==> config.mk <==
export PLATFORM = sky130hd
export DESIGN_NAME = i2s_transmitter
export DESIGN_NICKNAME = d
export VERILOG_FILES = /design/src/i2s_tx_pkg.sv /design/src/i2s_apb_regs.sv /design/src/i2s_sample_fifo.sv /design/src/i2s_bclk_gen.sv /design/src/i2s_serializer.sv /design/src/i2s_transmitter.sv
export VERILOG_INCLUDE_DIRS = /design/src /design/src/src
export SDC_FILE = /design/constraint.sdc
export NUM_CORES = 1
export LEC_CHECK = 0
export BUFFER_PORTS_ARGS = -buffer_cell sky130_fd_sc_hd__buf_4
export CORE_MARGIN = 4
export CORE_UTILIZATION = 65
export CTS_BUF_LIST = sky130_fd_sc_hd__clkbuf_8
export CTS_CLUSTER_DIAMETER = 40
export DETAILED_ROUTE_END_ITERATION = 7
export GPL_ROUTABILITY_DRIVEN = 0
export PLACE_DENSITY = 0.84
export SYNTH_ARGS = -nofsm -noshare
export SYNTH_HDL_FRONTEND = slang
export SYNTH_HIERARCHICAL = 1
export SYNTH_SLANG_ARGS = --single-unit
==> constraint.sdc <==
create_clock -name aud_mclk -period 12.04 [get_ports aud_mclk]
set_input_delay 0 -clock aud_mclk [delete_from_list [all_inputs] [get_ports aud_mclk]]
set_output_delay 0 -clock aud_mclk [all_outputs]
set_load 0.01 [all_outputs]
==> src/i2s_tx_params.svh <==
`ifndef I2S_TX_PARAMS_SVH
`define I2S_TX_PARAMS_SVH

// apb register byte offsets
`define I2S_REG_ENABLE   8'h00  // core enable, any nonzero value
`define I2S_REG_FIFO     8'h04  // audio word push, write only
`define I2S_REG_CLKDIV   8'h08  // mclk cycles per sclk half period
`define I2S_REG_BITS     8'h0C  // sample width, 16/24/32
`define I2S_REG_FIFO_RST 8'h10  // nonzero write flushes the fifo
`define I2S_REG_STATUS   8'h14  // read clears the irq enable
`define I2S_REG_IRQ_PEND 8'h18  // registered irq condition
`define I2S_REG_IRQ_EN   8'h20  // fifo not-full interrupt enable

// sample fifo size in words, keep a power of two
`define I2S_FIFO_DEPTH 8

// reset defaults
`define I2S_CLKDIV_RST 16'd2  // sclk = mclk / 4
`define I2S_BITS_RST   6'd32

`endif

==> src/i2s_tx_pkg.sv <==
`default_nettype none

package i2s_tx_pkg;

  // bus side
  typedef logic [7:0]  apb_addr_t;  // register offset
  typedef logic [31:0] apb_data_t;  // apb data word

  // audio side
  typedef logic [31:0] sample_t;       // one channel word, low bits used
  typedef logic [15:0] clk_div_t;      // mclk cycles per sclk half period
  typedef logic [5:0]  sample_bits_t;  // width, also the bit counter
  typedef logic [3:0]  fifo_cnt_t;     // 0..depth, needs one bit over the pointer

  // serializer frame states
  // lrclk low in left, high in right and idle
  typedef enum logic [1:0] {
    TX_IDLE  = 2'b00,
    TX_LEFT  = 2'b01,
    TX_RIGHT = 2'b10
  } tx_state_e;

endpackage

`default_nettype wire

==> src/i2s_apb_regs.sv <==
`timescale 1ns/100ps
`default_nettype none
`include "i2s_tx_params.svh"

module i2s_apb_regs import i2s_tx_pkg::*; (
  input  logic         aud_mclk,
  input  logic         PRESETn,
  input  logic         PSEL,
  input  logic         PENABLE,
  input  logic         PWRITE,
  input  apb_addr_t    PADDR,
  input  apb_data_t    PWDATA,
  input  logic         full,        // fifo level
  input  logic         empty,       // fifo level
  input  logic         tx_idle,     // serializer parked
  output apb_data_t    PRDATA,
  output logic         irq,
  output logic         enable,
  output clk_div_t     clk_div,
  output sample_bits_t sample_bits,
  output logic         fifo_wr,
  output sample_t      fifo_wdata,
  output logic         fifo_flush
);

  logic      wr_acc;       // write access phase, commit point
  logic      rd_setup;     // read setup phase, prdata loads here
  logic      irq_en;
  logic      irq_pend;
  logic      tx_complete;
  logic      bits_ok;
  clk_div_t  wr_div;
  apb_data_t rd_mux;

  assign wr_acc   = PSEL & PENABLE & PWRITE;
  assign rd_setup = PSEL & ~PENABLE & ~PWRITE;

  assign tx_complete = tx_idle & empty;  // nothing queued, nothing on the wire

  // only the three standard widths are taken
  assign bits_ok = (PWDATA == 32'd16) || (PWDATA == 32'd24) || (PWDATA == 32'd32);
  assign wr_div  = clk_div_t'(PWDATA);

  // irq while software still has room to push
  assign irq = irq_en & enable & ~full;

  always_ff @(posedge aud_mclk or negedge PRESETn) begin
    if (!PRESETn) begin
      enable      <= 1'b0;
      clk_div     <= `I2S_CLKDIV_RST;
      sample_bits <= `I2S_BITS_RST;
      irq_en      <= 1'b0;
      irq_pend    <= 1'b0;
      fifo_wr     <= 1'b0;
      fifo_flush  <= 1'b0;
    end else begin
      irq_pend   <= irq;  // pending flop, one cycle behind irq
      fifo_wr    <= wr_acc && (PADDR == `I2S_REG_FIFO) && !full;  // dropped when full
      fifo_flush <= wr_acc && (PADDR == `I2S_REG_FIFO_RST) && (PWDATA != '0);

      if (wr_acc) begin
        case (PADDR)
          `I2S_REG_ENABLE: enable <= (PWDATA != '0);
          `I2S_REG_CLKDIV: begin
            if (wr_div != '0) begin  // zero would stall sclk, keep old
              clk_div <= wr_div;
            end
          end
          `I2S_REG_BITS: begin
            if (bits_ok) begin
              sample_bits <= sample_bits_t'(PWDATA);
            end
          end
          `I2S_REG_IRQ_EN: irq_en <= (PWDATA != '0);
          default: ;
        endcase
      end

      // reading status acks the interrupt by dropping its enable
      if (rd_setup && (PADDR == `I2S_REG_STATUS)) begin
        irq_en <= 1'b0;
      end
    end
  end

  // fifo payload
  always_ff @(posedge aud_mclk) begin
    if (wr_acc && (PADDR == `I2S_REG_FIFO)) begin
      fifo_wdata <= sample_t'(PWDATA);
    end
  end

  always_comb begin
    case (PADDR)
      `I2S_REG_ENABLE:   rd_mux = {31'b0, enable};
      `I2S_REG_CLKDIV:   rd_mux = {16'b0, clk_div};
      `I2S_REG_BITS:     rd_mux = {26'b0, sample_bits};
      // tx_complete, full, not-full, full
      `I2S_REG_STATUS:   rd_mux = {28'b0, tx_complete, full, ~full, full};
      `I2S_REG_IRQ_PEND: rd_mux = {31'b0, irq_pend};
      `I2S_REG_IRQ_EN:   rd_mux = {31'b0, irq_en};
      default:           rd_mux = '0;  // fifo and flush ports read zero
    endcase
  end

  // valid in the access phase, zero otherwise
  always_ff @(posedge aud_mclk or negedge PRESETn) begin
    if (!PRESETn) begin
      PRDATA <= '0;
    end else begin
      PRDATA <= rd_setup ? rd_mux : '0;
    end
  end

  // full updates one cycle after a push, and apb accesses are two cycles apart
  a_no_push_when_full: assert property (@(posedge aud_mclk) disable iff (!PRESETn)
    fifo_wr |-> !full);

endmodule

`default_nettype wire

==> src/i2s_sample_fifo.sv <==
`timescale 1ns/100ps
`default_nettype none
`include "i2s_tx_params.svh"

module i2s_sample_fifo import i2s_tx_pkg::*; (
  input  logic    aud_mclk,
  input  logic    PRESETn,
  input  logic    wr,
  input  sample_t wdata,
  input  logic    pop,
  input  logic    flush,   // sync clear of all pointers
  output sample_t head,    // oldest word, show-ahead
  output logic    full,
  output logic    empty
);

  localparam int DEPTH = `I2S_FIFO_DEPTH;
  localparam int AW    = $clog2(DEPTH);

  typedef logic [AW-1:0] ptr_t;

  sample_t   mem [DEPTH];
  ptr_t      wr_ptr;
  ptr_t      rd_ptr;
  fifo_cnt_t cnt;
  logic      do_wr;
  logic      do_pop;

  assign full  = (cnt == fifo_cnt_t'(DEPTH));
  assign empty = (cnt == '0);

  assign do_wr  = wr & ~full;    // guarded anyway
  assign do_pop = pop & ~empty;

  assign head = mem[rd_ptr];

  // pointers wrap on their own, depth is a power of two
  always_ff @(posedge aud_mclk or negedge PRESETn) begin
    if (!PRESETn) begin
      wr_ptr <= '0;
      rd_ptr <= '0;
      cnt    <= '0;
    end else if (flush) begin
      wr_ptr <= '0;  // flush beats a same-cycle push
      rd_ptr <= '0;
      cnt    <= '0;
    end else begin
      if (do_wr) begin
        wr_ptr <= wr_ptr + ptr_t'(1);
      end
      if (do_pop) begin
        rd_ptr <= rd_ptr + ptr_t'(1);
      end
      case ({do_wr, do_pop})
        2'b10:   cnt <= cnt + fifo_cnt_t'(1);
        2'b01:   cnt <= cnt - fifo_cnt_t'(1);
        default: cnt <= cnt;  // both or neither
      endcase
    end
  end

  always_ff @(posedge aud_mclk) begin
    if (do_wr) begin
      mem[wr_ptr] <= wdata;
    end
  end

  a_no_pop_empty: assert property (@(posedge aud_mclk) disable iff (!PRESETn)
    pop |-> !empty);

  a_no_wr_full: assert property (@(posedge aud_mclk) disable iff (!PRESETn)
    wr |-> !full);

endmodule

`default_nettype wire

==> src/i2s_bclk_gen.sv <==
`timescale 1ns/100ps
`default_nettype none

module i2s_bclk_gen import i2s_tx_pkg::*; (
  input  logic     aud_mclk,
  input  logic     PRESETn,
  input  logic     enable,
  input  clk_div_t clk_div,   // half period in mclk cycles, never zero
  output logic     sclk_out,
  output logic     bit_tick   // cycle after the sclk falling edge
);

  clk_div_t div_cnt;
  logic     sclk;
  logic     div_wrap;

  // >= so a smaller divider written mid-count still wraps
  assign div_wrap = (div_cnt >= clk_div - clk_div_t'(1));

  assign sclk_out = sclk & enable;

  always_ff @(posedge aud_mclk or negedge PRESETn) begin
    if (!PRESETn) begin
      div_cnt  <= '0;
      sclk     <= 1'b0;
      bit_tick <= 1'b0;
    end else if (!enable) begin
      // parked low, so the first edge after enable is a clean rise
      div_cnt  <= '0;
      sclk     <= 1'b0;
      bit_tick <= 1'b0;
    end else begin
      bit_tick <= sclk & div_wrap;  // sclk about to fall
      if (div_wrap) begin
        div_cnt <= '0;
        sclk    <= ~sclk;
      end else begin
        div_cnt <= div_cnt + clk_div_t'(1);
      end
    end
  end

  // serializer counts one bit per tick
  a_tick_single: assert property (@(posedge aud_mclk) disable iff (!PRESETn)
    bit_tick |=> !bit_tick);

endmodule

`default_nettype wire

==> src/i2s_serializer.sv <==
`timescale 1ns/100ps
`default_nettype none

module i2s_serializer import i2s_tx_pkg::*; (
  input  logic         aud_mclk,
  input  logic         PRESETn,
  input  logic         enable,
  input  logic         bit_tick,
  input  sample_bits_t sample_bits,
  input  sample_t      head,       // fifo show-ahead word
  input  logic         empty,
  output logic         pop,
  output logic         lrclk_out,
  output logic         sdata_out,
  output logic         tx_idle
);

  tx_state_e    state;
  sample_t      shreg;      // remaining bits, next one at [31]
  sample_t      aligned;    // head with its msb moved up to bit 31
  sample_bits_t bit_cnt;    // bits already sent of the current word
  logic         word_done;
  logic         load;

  assign aligned   = head << (sample_bits_t'(32) - sample_bits);
  assign word_done = (bit_cnt >= sample_bits);

  // take a new word from idle or at the end of one
  assign load = !empty && ((state == TX_IDLE) || word_done);
  assign pop  = enable & bit_tick & load;

  assign tx_idle = (state == TX_IDLE);

  always_ff @(posedge aud_mclk or negedge PRESETn) begin
    if (!PRESETn) begin
      state     <= TX_IDLE;
      lrclk_out <= 1'b1;
      sdata_out <= 1'b0;
      bit_cnt   <= '0;
    end else if (!enable) begin
      state     <= TX_IDLE;  // disabled core restarts on the left channel
      lrclk_out <= 1'b1;
      sdata_out <= 1'b0;
      bit_cnt   <= '0;
    end else if (bit_tick) begin
      case (state)
        TX_IDLE: begin
          if (load) begin
            state     <= TX_LEFT;
            lrclk_out <= 1'b0;
            sdata_out <= aligned[31];  // msb with the lrclk edge
            bit_cnt   <= sample_bits_t'(1);
          end else begin
            sdata_out <= 1'b0;
          end
        end
        TX_LEFT, TX_RIGHT: begin
          if (!word_done) begin
            sdata_out <= shreg[31];
            bit_cnt   <= bit_cnt + sample_bits_t'(1);
          end else if (load) begin
            // back to back, swap channel
            state     <= (state == TX_LEFT) ? TX_RIGHT : TX_LEFT;
            lrclk_out <= (state == TX_LEFT);
            sdata_out <= aligned[31];
            bit_cnt   <= sample_bits_t'(1);
          end else begin
            state     <= TX_IDLE;  // underrun, park
            lrclk_out <= 1'b1;
            sdata_out <= 1'b0;
            bit_cnt   <= '0;
          end
        end
        default: begin
          state     <= TX_IDLE;
          lrclk_out <= 1'b1;
          sdata_out <= 1'b0;
          bit_cnt   <= '0;
        end
      endcase
    end
  end

  // shift path, msb already left on load
  always_ff @(posedge aud_mclk) begin
    if (enable && bit_tick) begin
      if (load) begin
        shreg <= aligned << 1;
      end else begin
        shreg <= shreg << 1;
      end
    end
  end

  // a popped word always opens a frame with its msb on the wire
  a_pop_starts_word: assert property (@(posedge aud_mclk) disable iff (!PRESETn)
    pop |=> !tx_idle && (bit_cnt == sample_bits_t'(1)));

endmodule

`default_nettype wire

==> src/i2s_transmitter.sv <==
`timescale 1ns/100ps
`default_nettype none

module i2s_transmitter import i2s_tx_pkg::*; (
  input  logic      aud_mclk,
  input  logic      PRESETn,
  input  logic      PSEL,
  input  logic      PENABLE,
  input  logic      PWRITE,
  input  apb_addr_t PADDR,
  input  apb_data_t PWDATA,
  output apb_data_t PRDATA,
  output logic      PREADY,
  output logic      PSLVERR,
  output logic      irq,
  output logic      fifo_full,
  output logic      lrclk_out,
  output logic      sclk_out,
  output logic      sdata_out
);

  logic         enable;
  clk_div_t     clk_div;
  sample_bits_t sample_bits;
  logic         fifo_wr;
  sample_t      fifo_wdata;
  logic         fifo_flush;
  logic         fifo_empty;
  sample_t      fifo_head;
  logic         pop;
  logic         bit_tick;
  logic         tx_idle;

  // zero wait state, no errors
  assign PREADY  = 1'b1;
  assign PSLVERR = 1'b0;

  i2s_apb_regs u_regs (
    .aud_mclk, .PRESETn, .PSEL, .PENABLE, .PWRITE, .PADDR, .PWDATA,
    .full        (fifo_full),
    .empty       (fifo_empty),
    .tx_idle,
    .PRDATA, .irq, .enable, .clk_div, .sample_bits,
    .fifo_wr, .fifo_wdata, .fifo_flush
  );

  i2s_sample_fifo u_fifo (
    .aud_mclk, .PRESETn,
    .wr    (fifo_wr),
    .wdata (fifo_wdata),
    .pop,
    .flush (fifo_flush),
    .head  (fifo_head),
    .full  (fifo_full),
    .empty (fifo_empty)
  );

  i2s_bclk_gen u_bclk (
    .aud_mclk, .PRESETn, .enable, .clk_div, .sclk_out, .bit_tick
  );

  i2s_serializer u_ser (
    .aud_mclk, .PRESETn, .enable, .bit_tick, .sample_bits,
    .head  (fifo_head),
    .empty (fifo_empty),
    .pop, .lrclk_out, .sdata_out, .tx_idle
  );

endmodule

`default_nettype wire

==> results.txt, run 1 <==
Outcome = complete, no violations
Fmax = 232 MHz
Relative slew slack = 21.1%
Final setup vio count = 0
Fin. max-slew vios = 0
Starting Density = 66.2%
CP Max Fanout = 34
Worst r2r src = u_regs/sample_bits[0]
P&R area growth vs syn = 14.4%
DR WL met2 = 21,900 um
Hold WC Path Type = in2reg
Netlist cell types = 81
Filler cells = 1,544
Routed wire length = 44,400 um
Antenna violations before repair = 2
Total power = 2730 uW
Total CTS buffers = 67
Worst Path Buf+Inv = 0
Crit path time final = 4.31 ns
Net count, final = 1,406
Number of synthesized flops with an enable pin = 319
Setup TNS Final = 0 ns
Async set-reset flop share out of synthesis = 20.3%
CP required = 12.54 ns
YS warnings = 6
Worst Tran Pin Value = 1.18 ns
Root Driver = clkbuf_8
Sequential cell area fraction in the yosys report = 62.8%
Final Hold Viols = 0
IO Pins = 84
Fin Clk Skew = 0.0624 ns
Critical Path AT = 4.81 ns
Met3 wire len = 3860 um
CP endpoint kind = register
# Max-Cap Violations = 0
Synthesis-stage register bit count = 400
Core area = 27,900 um2
CP cell instances = ha_1 > nand2b_1 > a21oi_1 > o21ai_0 > o21bai_2 > nor2_1 > o41ai_4 > a21oi_1 > ha_1 > o21ai_0 > a221oi_1 > or4_1 > a21oi_1
Largest net degree at the start of global routing = 82
Detailed Place HPWL = 24,800 um
Share of cells above drive strength 1 = 27.8%
Row cnt = 61
Ys flop type = edfxtp_1
Via-to-Cell Ratio = 6.49
Cell Area, Placed = 19,300 um2
Dpl ws = 7.78 ns
CTS tree = built
DRC violations left = 0
Clock buffer depth = 3
First drt pass iteration count = 6
Crit path from = u_regs/sample_bits[0]
CTS H-tree depth = 3
Cells after Synth = 1,174
Post-route antenna net violation count = 0
PD cells = 129 nW/um2
Die width = 177 um
Pleak = 0.00775 uW
Fin cells = 1,759
WL met1 = 16,700 um
Mapped Area = 18,500 um2
Fin worst setup slack = 7.73 ns
Vias in the first global route = 11,700
Min-delay src = PADDR[5]
Worst setup SP type = register
Worst skew pair latency = 0.60 ns
PortBufs = 65
Max VDD drop = 0.000127 V
WL/cell = 25.2 um
Sink Count = 400
Die Area = 31,200 um2
Routed via count = 11,400
Placed Instances = 1,584
Setup CP Type = reg2reg
Clock slew at reported path FFs = 0.07 ns
Critical path's slowest cell = dfrtp_2
Highest metal used = met5
Remaining global-route overflow = 0
Syn_area_per_cell = 15.8 um2
RSZ-0062 raised after global routing = no
Worst stage delay on the critical path = 0.98 ns
Period utilization = 35.8%
Finished Cell Area = 21,200 um2
First-pass GRT wire length = 68,000 um
Starting DRT DRC Count = 1,287
CP top delay family = compound AO/OA/AOI/OAI gates
Most common cell type on the critical path = a21oi_1
Die height = 177 um
GR Util All Layers = 28.8%
worst reg2reg max path: cells and delay by family, from the launching register on:
family | cells | cell delay [ns]
AOI/OAI and AO/OA | 8 | 1.53
adders and majority gates | 2 | 0.58
DFF | 1 | 0.98
and+or+nand+nor | 3 | 1.15
cells by family (layout without fill, tap and decap cells):
family,Yosys count,in the layout,share of synthesized area (%)
multiplexers,188,188,17.0
AO/OA/AOI/OAI,136,136,5.37
other,3,19,0.0609
adder cells (fa/ha/maj),33,33,2.23
XOR/XNOR,40,40,1.89
buffers and inverters,89,280,2.71
flip-flops,400,400,62.8
AND/OR/NAND/NOR,285,285,7.93
metrics by stage:
stage                     utilization, %  hold slack [ns]
after floorplan                        -           -0.296
after global placement              69.2            0.187
after detailed placement            69.2            0.189
after CTS                           75.8           0.0115
after global routing                75.8           0.0875
final                               75.8           0.0908
metal layers:
metal  vias to the layer above  global-route usage [%]
li1                       4872                       -
met1                      5705                    38.7
met2                       699                    46.6
met3                       143                    6.26
met4                         4                    12.2
met5                         -                       0
report_power, final:
part           switching, uW  leakage [uW]  total [uW]  internal [uW]
sequential              2.63       0.00388        1480           1480
combinational           36.6       0.00312        67.5           30.8
clock                    556      0.000752        1180            625
total                    595       0.00775        2730           2140
state kept, by name, indices dropped and copies added, names as in the netlist, 2 cells and up:
| register | cells |
|---|---|
| u_fifo/cnt | 4 |
| u_ser/state | 2 |
| u_ser/bit_cnt | 6 |
| u_fifo/rd_ptr | 3 |
| u_regs/sample_bits | 6 |
| u_fifo/wr_ptr | 3 |
| u_bclk/div_cnt | 16 |
| u_regs/clk_div | 16 |
| u_fifo/mem | 256 |
| u_regs/fifo_wdata | 32 |
| u_ser/shreg | 31 |
| u_regs/PRDATA | 16 |
worst paths after layout:
| kind | end | slack, ns | cells past startpoint |
|---|---|---|---|
| setup / recovery | u_fifo/cnt[3] | 7.73 | 13 |
| setup reg to reg | u_fifo/cnt[3] | 7.73 | 13 |
| max in group asynchronous | u_fifo/rd_ptr[0] | 11.12 | 2 |
| hold / removal | u_regs/PRDATA[7] | 0.09 | 5 |
| min in group asynchronous | u_regs/sample_bits[3] | 0.16 | 2 |
| hold reg to reg | u_ser/state[1] | 0.52 | 2 |
synth_stat cells (all sizes together), types with 12 or more instances:
master	instances	area (um2)
mux2	69	818
and2	13	82.6
nor2	71	297
nor3	25	125
nand2	86	323
mux4	91	2050
nand3	20	113
xor2	21	184
ha	33	413
mux2i	28	280
a21oi	34	170
o21ai	25	125
edfxtp	319	9580
xnor2	19	166
buf	56	378
clkbuf	12	45.0
inv	21	78.8
nor4	14	118
dfrtp	78	1950
layout make-up:
type	count	area [um2]	share of cell area, %
diodes	1	2.50	0.0118
clock buffers	72	991	4.68
clock inverters	49	323	1.53
inverters	21	78.8	0.372
multi-input cells	700	6510	30.8
flip-flops and latches	400	11600	54.9
well taps	378	473	2.23
repair buffers	138	1170	5.52
layout by cell type, fill, tap and decap left out, types with 33 or more instances in the layout:
cell type / count
edfxtp_1: 319
mux4_2: 91
nand2_1: 86
buf_4: 85
dfrtp_1: 75
clkbuf_8: 72
mux2_2: 58
nor2_1: 55
dlygate4sd3_1: 53
inv_1: 42
a21oi_1: 34
ha_1: 33
repair_timing:
action	CTS	global route
hold endpoints to repair	141	0
setup buffers	0	0
hold buffers	53	0
gates resized for setup	0	0
No activity file was read; power rests on OpenSTA's default activity.
==> run 2: changes to the inputs <==
--- a/config.mk
+++ b/config.mk
@@ -8,12 +8,12 @@
 export LEC_CHECK = 0
 export BUFFER_PORTS_ARGS = -buffer_cell sky130_fd_sc_hd__buf_4
 export CORE_MARGIN = 4
-export CORE_UTILIZATION = 65
+export CORE_UTILIZATION = 64
 export CTS_BUF_LIST = sky130_fd_sc_hd__clkbuf_8
 export CTS_CLUSTER_DIAMETER = 40
 export DETAILED_ROUTE_END_ITERATION = 7
 export GPL_ROUTABILITY_DRIVEN = 0
-export PLACE_DENSITY = 0.84
+export PLACE_DENSITY = 0.82
 export SYNTH_ARGS = -nofsm -noshare
 export SYNTH_HDL_FRONTEND = slang
 export SYNTH_HIERARCHICAL = 1
==> constraint.sdc (replaced) <==
create_clock -name aud_mclk -period 4.45 [get_ports aud_mclk]
set_input_delay 0 -clock aud_mclk [delete_from_list [all_inputs] [get_ports aud_mclk]]
set_output_delay 0 -clock aud_mclk [all_outputs]
set_load 0.01 [all_outputs]
==> results.txt, run 2 (same netlist as run 1, synthesis figures left out) <==
Outcome = complete, no violations (unchanged)
CP endpoint kind = register (unchanged)
Finished Cell Area = 21,200 um2 (about the same)
Most frequent cells in the layout = edfxtp_1 (319), mux4_2 (91), nand2_1 (86) (unchanged)
Switch Pwr = 1550 uW (was 595 uW)
CP required = 4.73 ns (was 12.54 ns)
Worst Tran Pin Value = 1.22 ns (was 1.18 ns)
Largest net degree at the start of global routing = 82 (unchanged)
PortBufs = 65 (unchanged)
GR Util All Layers = 27.6% (was 28.8%)
Post-route antenna net violation count = 0 (unchanged)
Sink Count = 400 (unchanged)
Cts repair resizes = 0 (unchanged)
Die height = 178 um (was 177 um)
Logic pwr share = 2.5% (about the same)
Fin. max-slew vios = 0 (unchanged)
Antenna violations before repair = 0 (was 2)
WL/cell = 24.1 um (was 25.2 um)
Final Hold Viols = 0 (unchanged)
CTS tree = built (unchanged)
Cell Int Power = 5730 uW (was 2140 uW)
Hold WC Path Type = in2reg (unchanged)
Starting Density = 65.7% (was 66.2%)
Worst setup SP type = register (unchanged)
Biggest registers after layout = u_fifo/mem: 256 flops, u_regs/fifo_wdata: 32 flops, u_ser/shreg: 31 flops (unchanged)
Cell Area, Placed = 19,400 um2 (was 19,300 um2)
Final setup vio count = 0 (unchanged)
Period utilization = 80.6% (was 35.8%)
DRC violations left = 0 (unchanged)
Critical Path AT = 3.87 ns (was 4.81 ns)
Row cnt = 61 (unchanged)
Fin Clk Skew = 0.0334 ns (was 0.0624 ns)
Die width = 178 um (was 177 um)
IO Pins = 84 (unchanged)
Routed wire length = 42,500 um (was 44,400 um)
Crit path time final = 3.59 ns (was 4.31 ns)
Total CTS buffers = 67 (unchanged)
Routed via count = 11,300 (was 11,400)
Sequential Power Share = 55.0% (was 54.3%)
Post-CTS Setup Inserts = 0 (unchanged)
Reg with most FFs = u_fifo/mem (unchanged)
Share of cells above drive strength 1 = 27.4% (was 27.8%)
Vias in the first global route = 11,700 (about the same)
Clock buffer depth = 3 (unchanged)
Die Area = 31,700 um2 (was 31,200 um2)
Net count, final = 1,410 (was 1,406)
Via-to-Cell Ratio = 6.38 (was 6.49)
CP Max Fanout = 26 (was 34)
Starting DRT DRC Count = 1,390 (was 1,287)
Root Driver = clkbuf_8 (unchanged)
Setup CP Type = reg2reg (unchanged)
# Max-Cap Violations = 0 (unchanged)
First-pass GRT wire length = 66,700 um (was 68,000 um)
Filler cells = 1,596 (was 1,544)
Commonest non-fill, non-tap cell in the layout = edfxtp_1 (unchanged)
First drt pass iteration count = 6 (unchanged)
Clock power frac = 42.4% (was 43.3%)
PD cells = 344 nW/um2 (was 129 nW/um2)
Remaining global-route overflow = 0 (unchanged)
P&R area growth vs syn = 14.6% (was 14.4%)
Clock slew at reported path FFs = 0.06 ns (was 0.07 ns)
Detailed Place HPWL = 25,400 um (was 24,800 um)
Worst skew pair latency = 0.58 ns (was 0.60 ns)
Core area = 28,200 um2 (was 27,900 um2)
Max VDD drop = 0.000259 V (was 0.000127 V)
Setup TNS Final = 0 ns (unchanged)
Sw frac = 21.3% (was 21.8%)
Pleak = 0.00777 uW (was 0.00775 uW)
CTS H-tree depth = 3 (unchanged)
Max reg flops = 256 (unchanged)
RSZ-0062 raised after global routing = no (unchanged)
Fmax = 279 MHz (was 232 MHz)
Relative slew slack = 18.4% (was 21.1%)
==> run 2: changes by cell type in the layout (fill, tap and decap cells not counted), sizes merged <==
cell,previous run,this run
dlygate4sd3,53,54
inv,46,51
clkbuf,72,70
buf,85,88
clkinvlp,2,3
clkinv,19,16
==> run 2: final timing paths <==
path | from | endpoint | slack, ns | cells past startpoint
hold reg to reg | u_ser/shreg[2] | u_ser/shreg[3] | 0.54 | 1
setup / recovery | u_fifo/rd_ptr[0] | u_ser/shreg[22] | 0.86 | 8
min in group asynchronous | PRESETn | u_ser/bit_cnt[4] | 0.14 | 2
max in group asynchronous | PRESETn | u_fifo/rd_ptr[0] | 3.51 | 2
hold / removal | PWRITE | u_regs/irq_en | 0.08 | 4
setup reg to reg | u_fifo/rd_ptr[0] | u_ser/shreg[22] | 0.86 | 8
==> run 2: power by group through the flow <==
stage	Clock, uW	Sequential (uW)	Combinational, uW
2_1_floorplan	0	4080	79.8
5_1_grt	3340	4010	200
4_1_cts	3120	4010	177
6_report	3090	4010	183
3_5_place_dp	0	4080	143
3_3_place_gp	0	4080	137
==> run 2: timing repair <==
item	CTS	global route
setup endpoints to repair	0	0
hold buffers	54	0
hold endpoints to repair	146	0
==> run 2: through the flow <==
stage / total power [uW] / hold slack, ns / setup slack (ns) / utilization, % / cells
detailed placement: 4230 / 0.190 / 0.942 / 68.8 / 1587
finish: 7280 / 0.0824 / 0.864 / 75.3 / 1764
global placement: 4220 / 0.188 / 1.03 / 68.8 / 1587
global route: 7550 / 0.0837 / 0.621 / 75.2 / 1763
floorplan: 4160 / -0.296 / 0.665 / - / 1189
CTS: 7310 / 0.0105 / 0.900 / 75.2 / 1763
==> run 2: routing by layer <==
| metal | up-vias | GRT usage, % | routed length (um) |
|---|---|---|---|
| met4 | 0 | 9.67 | 1420 |
| met3 | 120 | 4.96 | 3120 |
| li1 | 4895 | - | - |
| met5 | - | 0 | 0 |
| met2 | 586 | 45.7 | 21600 |
| met1 | 5662 | 37.6 | 16300 |
==> run 2: layout make-up <==
type / instances / area [um2] / area share [%]
Sequential cell: 400 / 11600 / 54.8
Multi-Input combinational cell: 700 / 6510 / 30.7
Timing Repair Buffer: 142 / 1240 / 5.84
Clock buffer: 70 / 963 / 4.55
Tap cell: 378 / 473 / 2.23
Clock inverter: 52 / 310 / 1.46
Inverter: 21 / 78.8 / 0.372
Antenna cell: 1 / 2.50 / 0.0118
==> run 2: critical path, stage by stage (launching register included) <==
cell      delay [ns]
dfrtp_4         0.74
buf_12          0.30
mux4_2          0.54
mux2_2          0.31
mux4_2          0.49
a21oi_1         0.33
mux2i_1         0.16
a221oi_1        0.35
a21oi_1         0.07
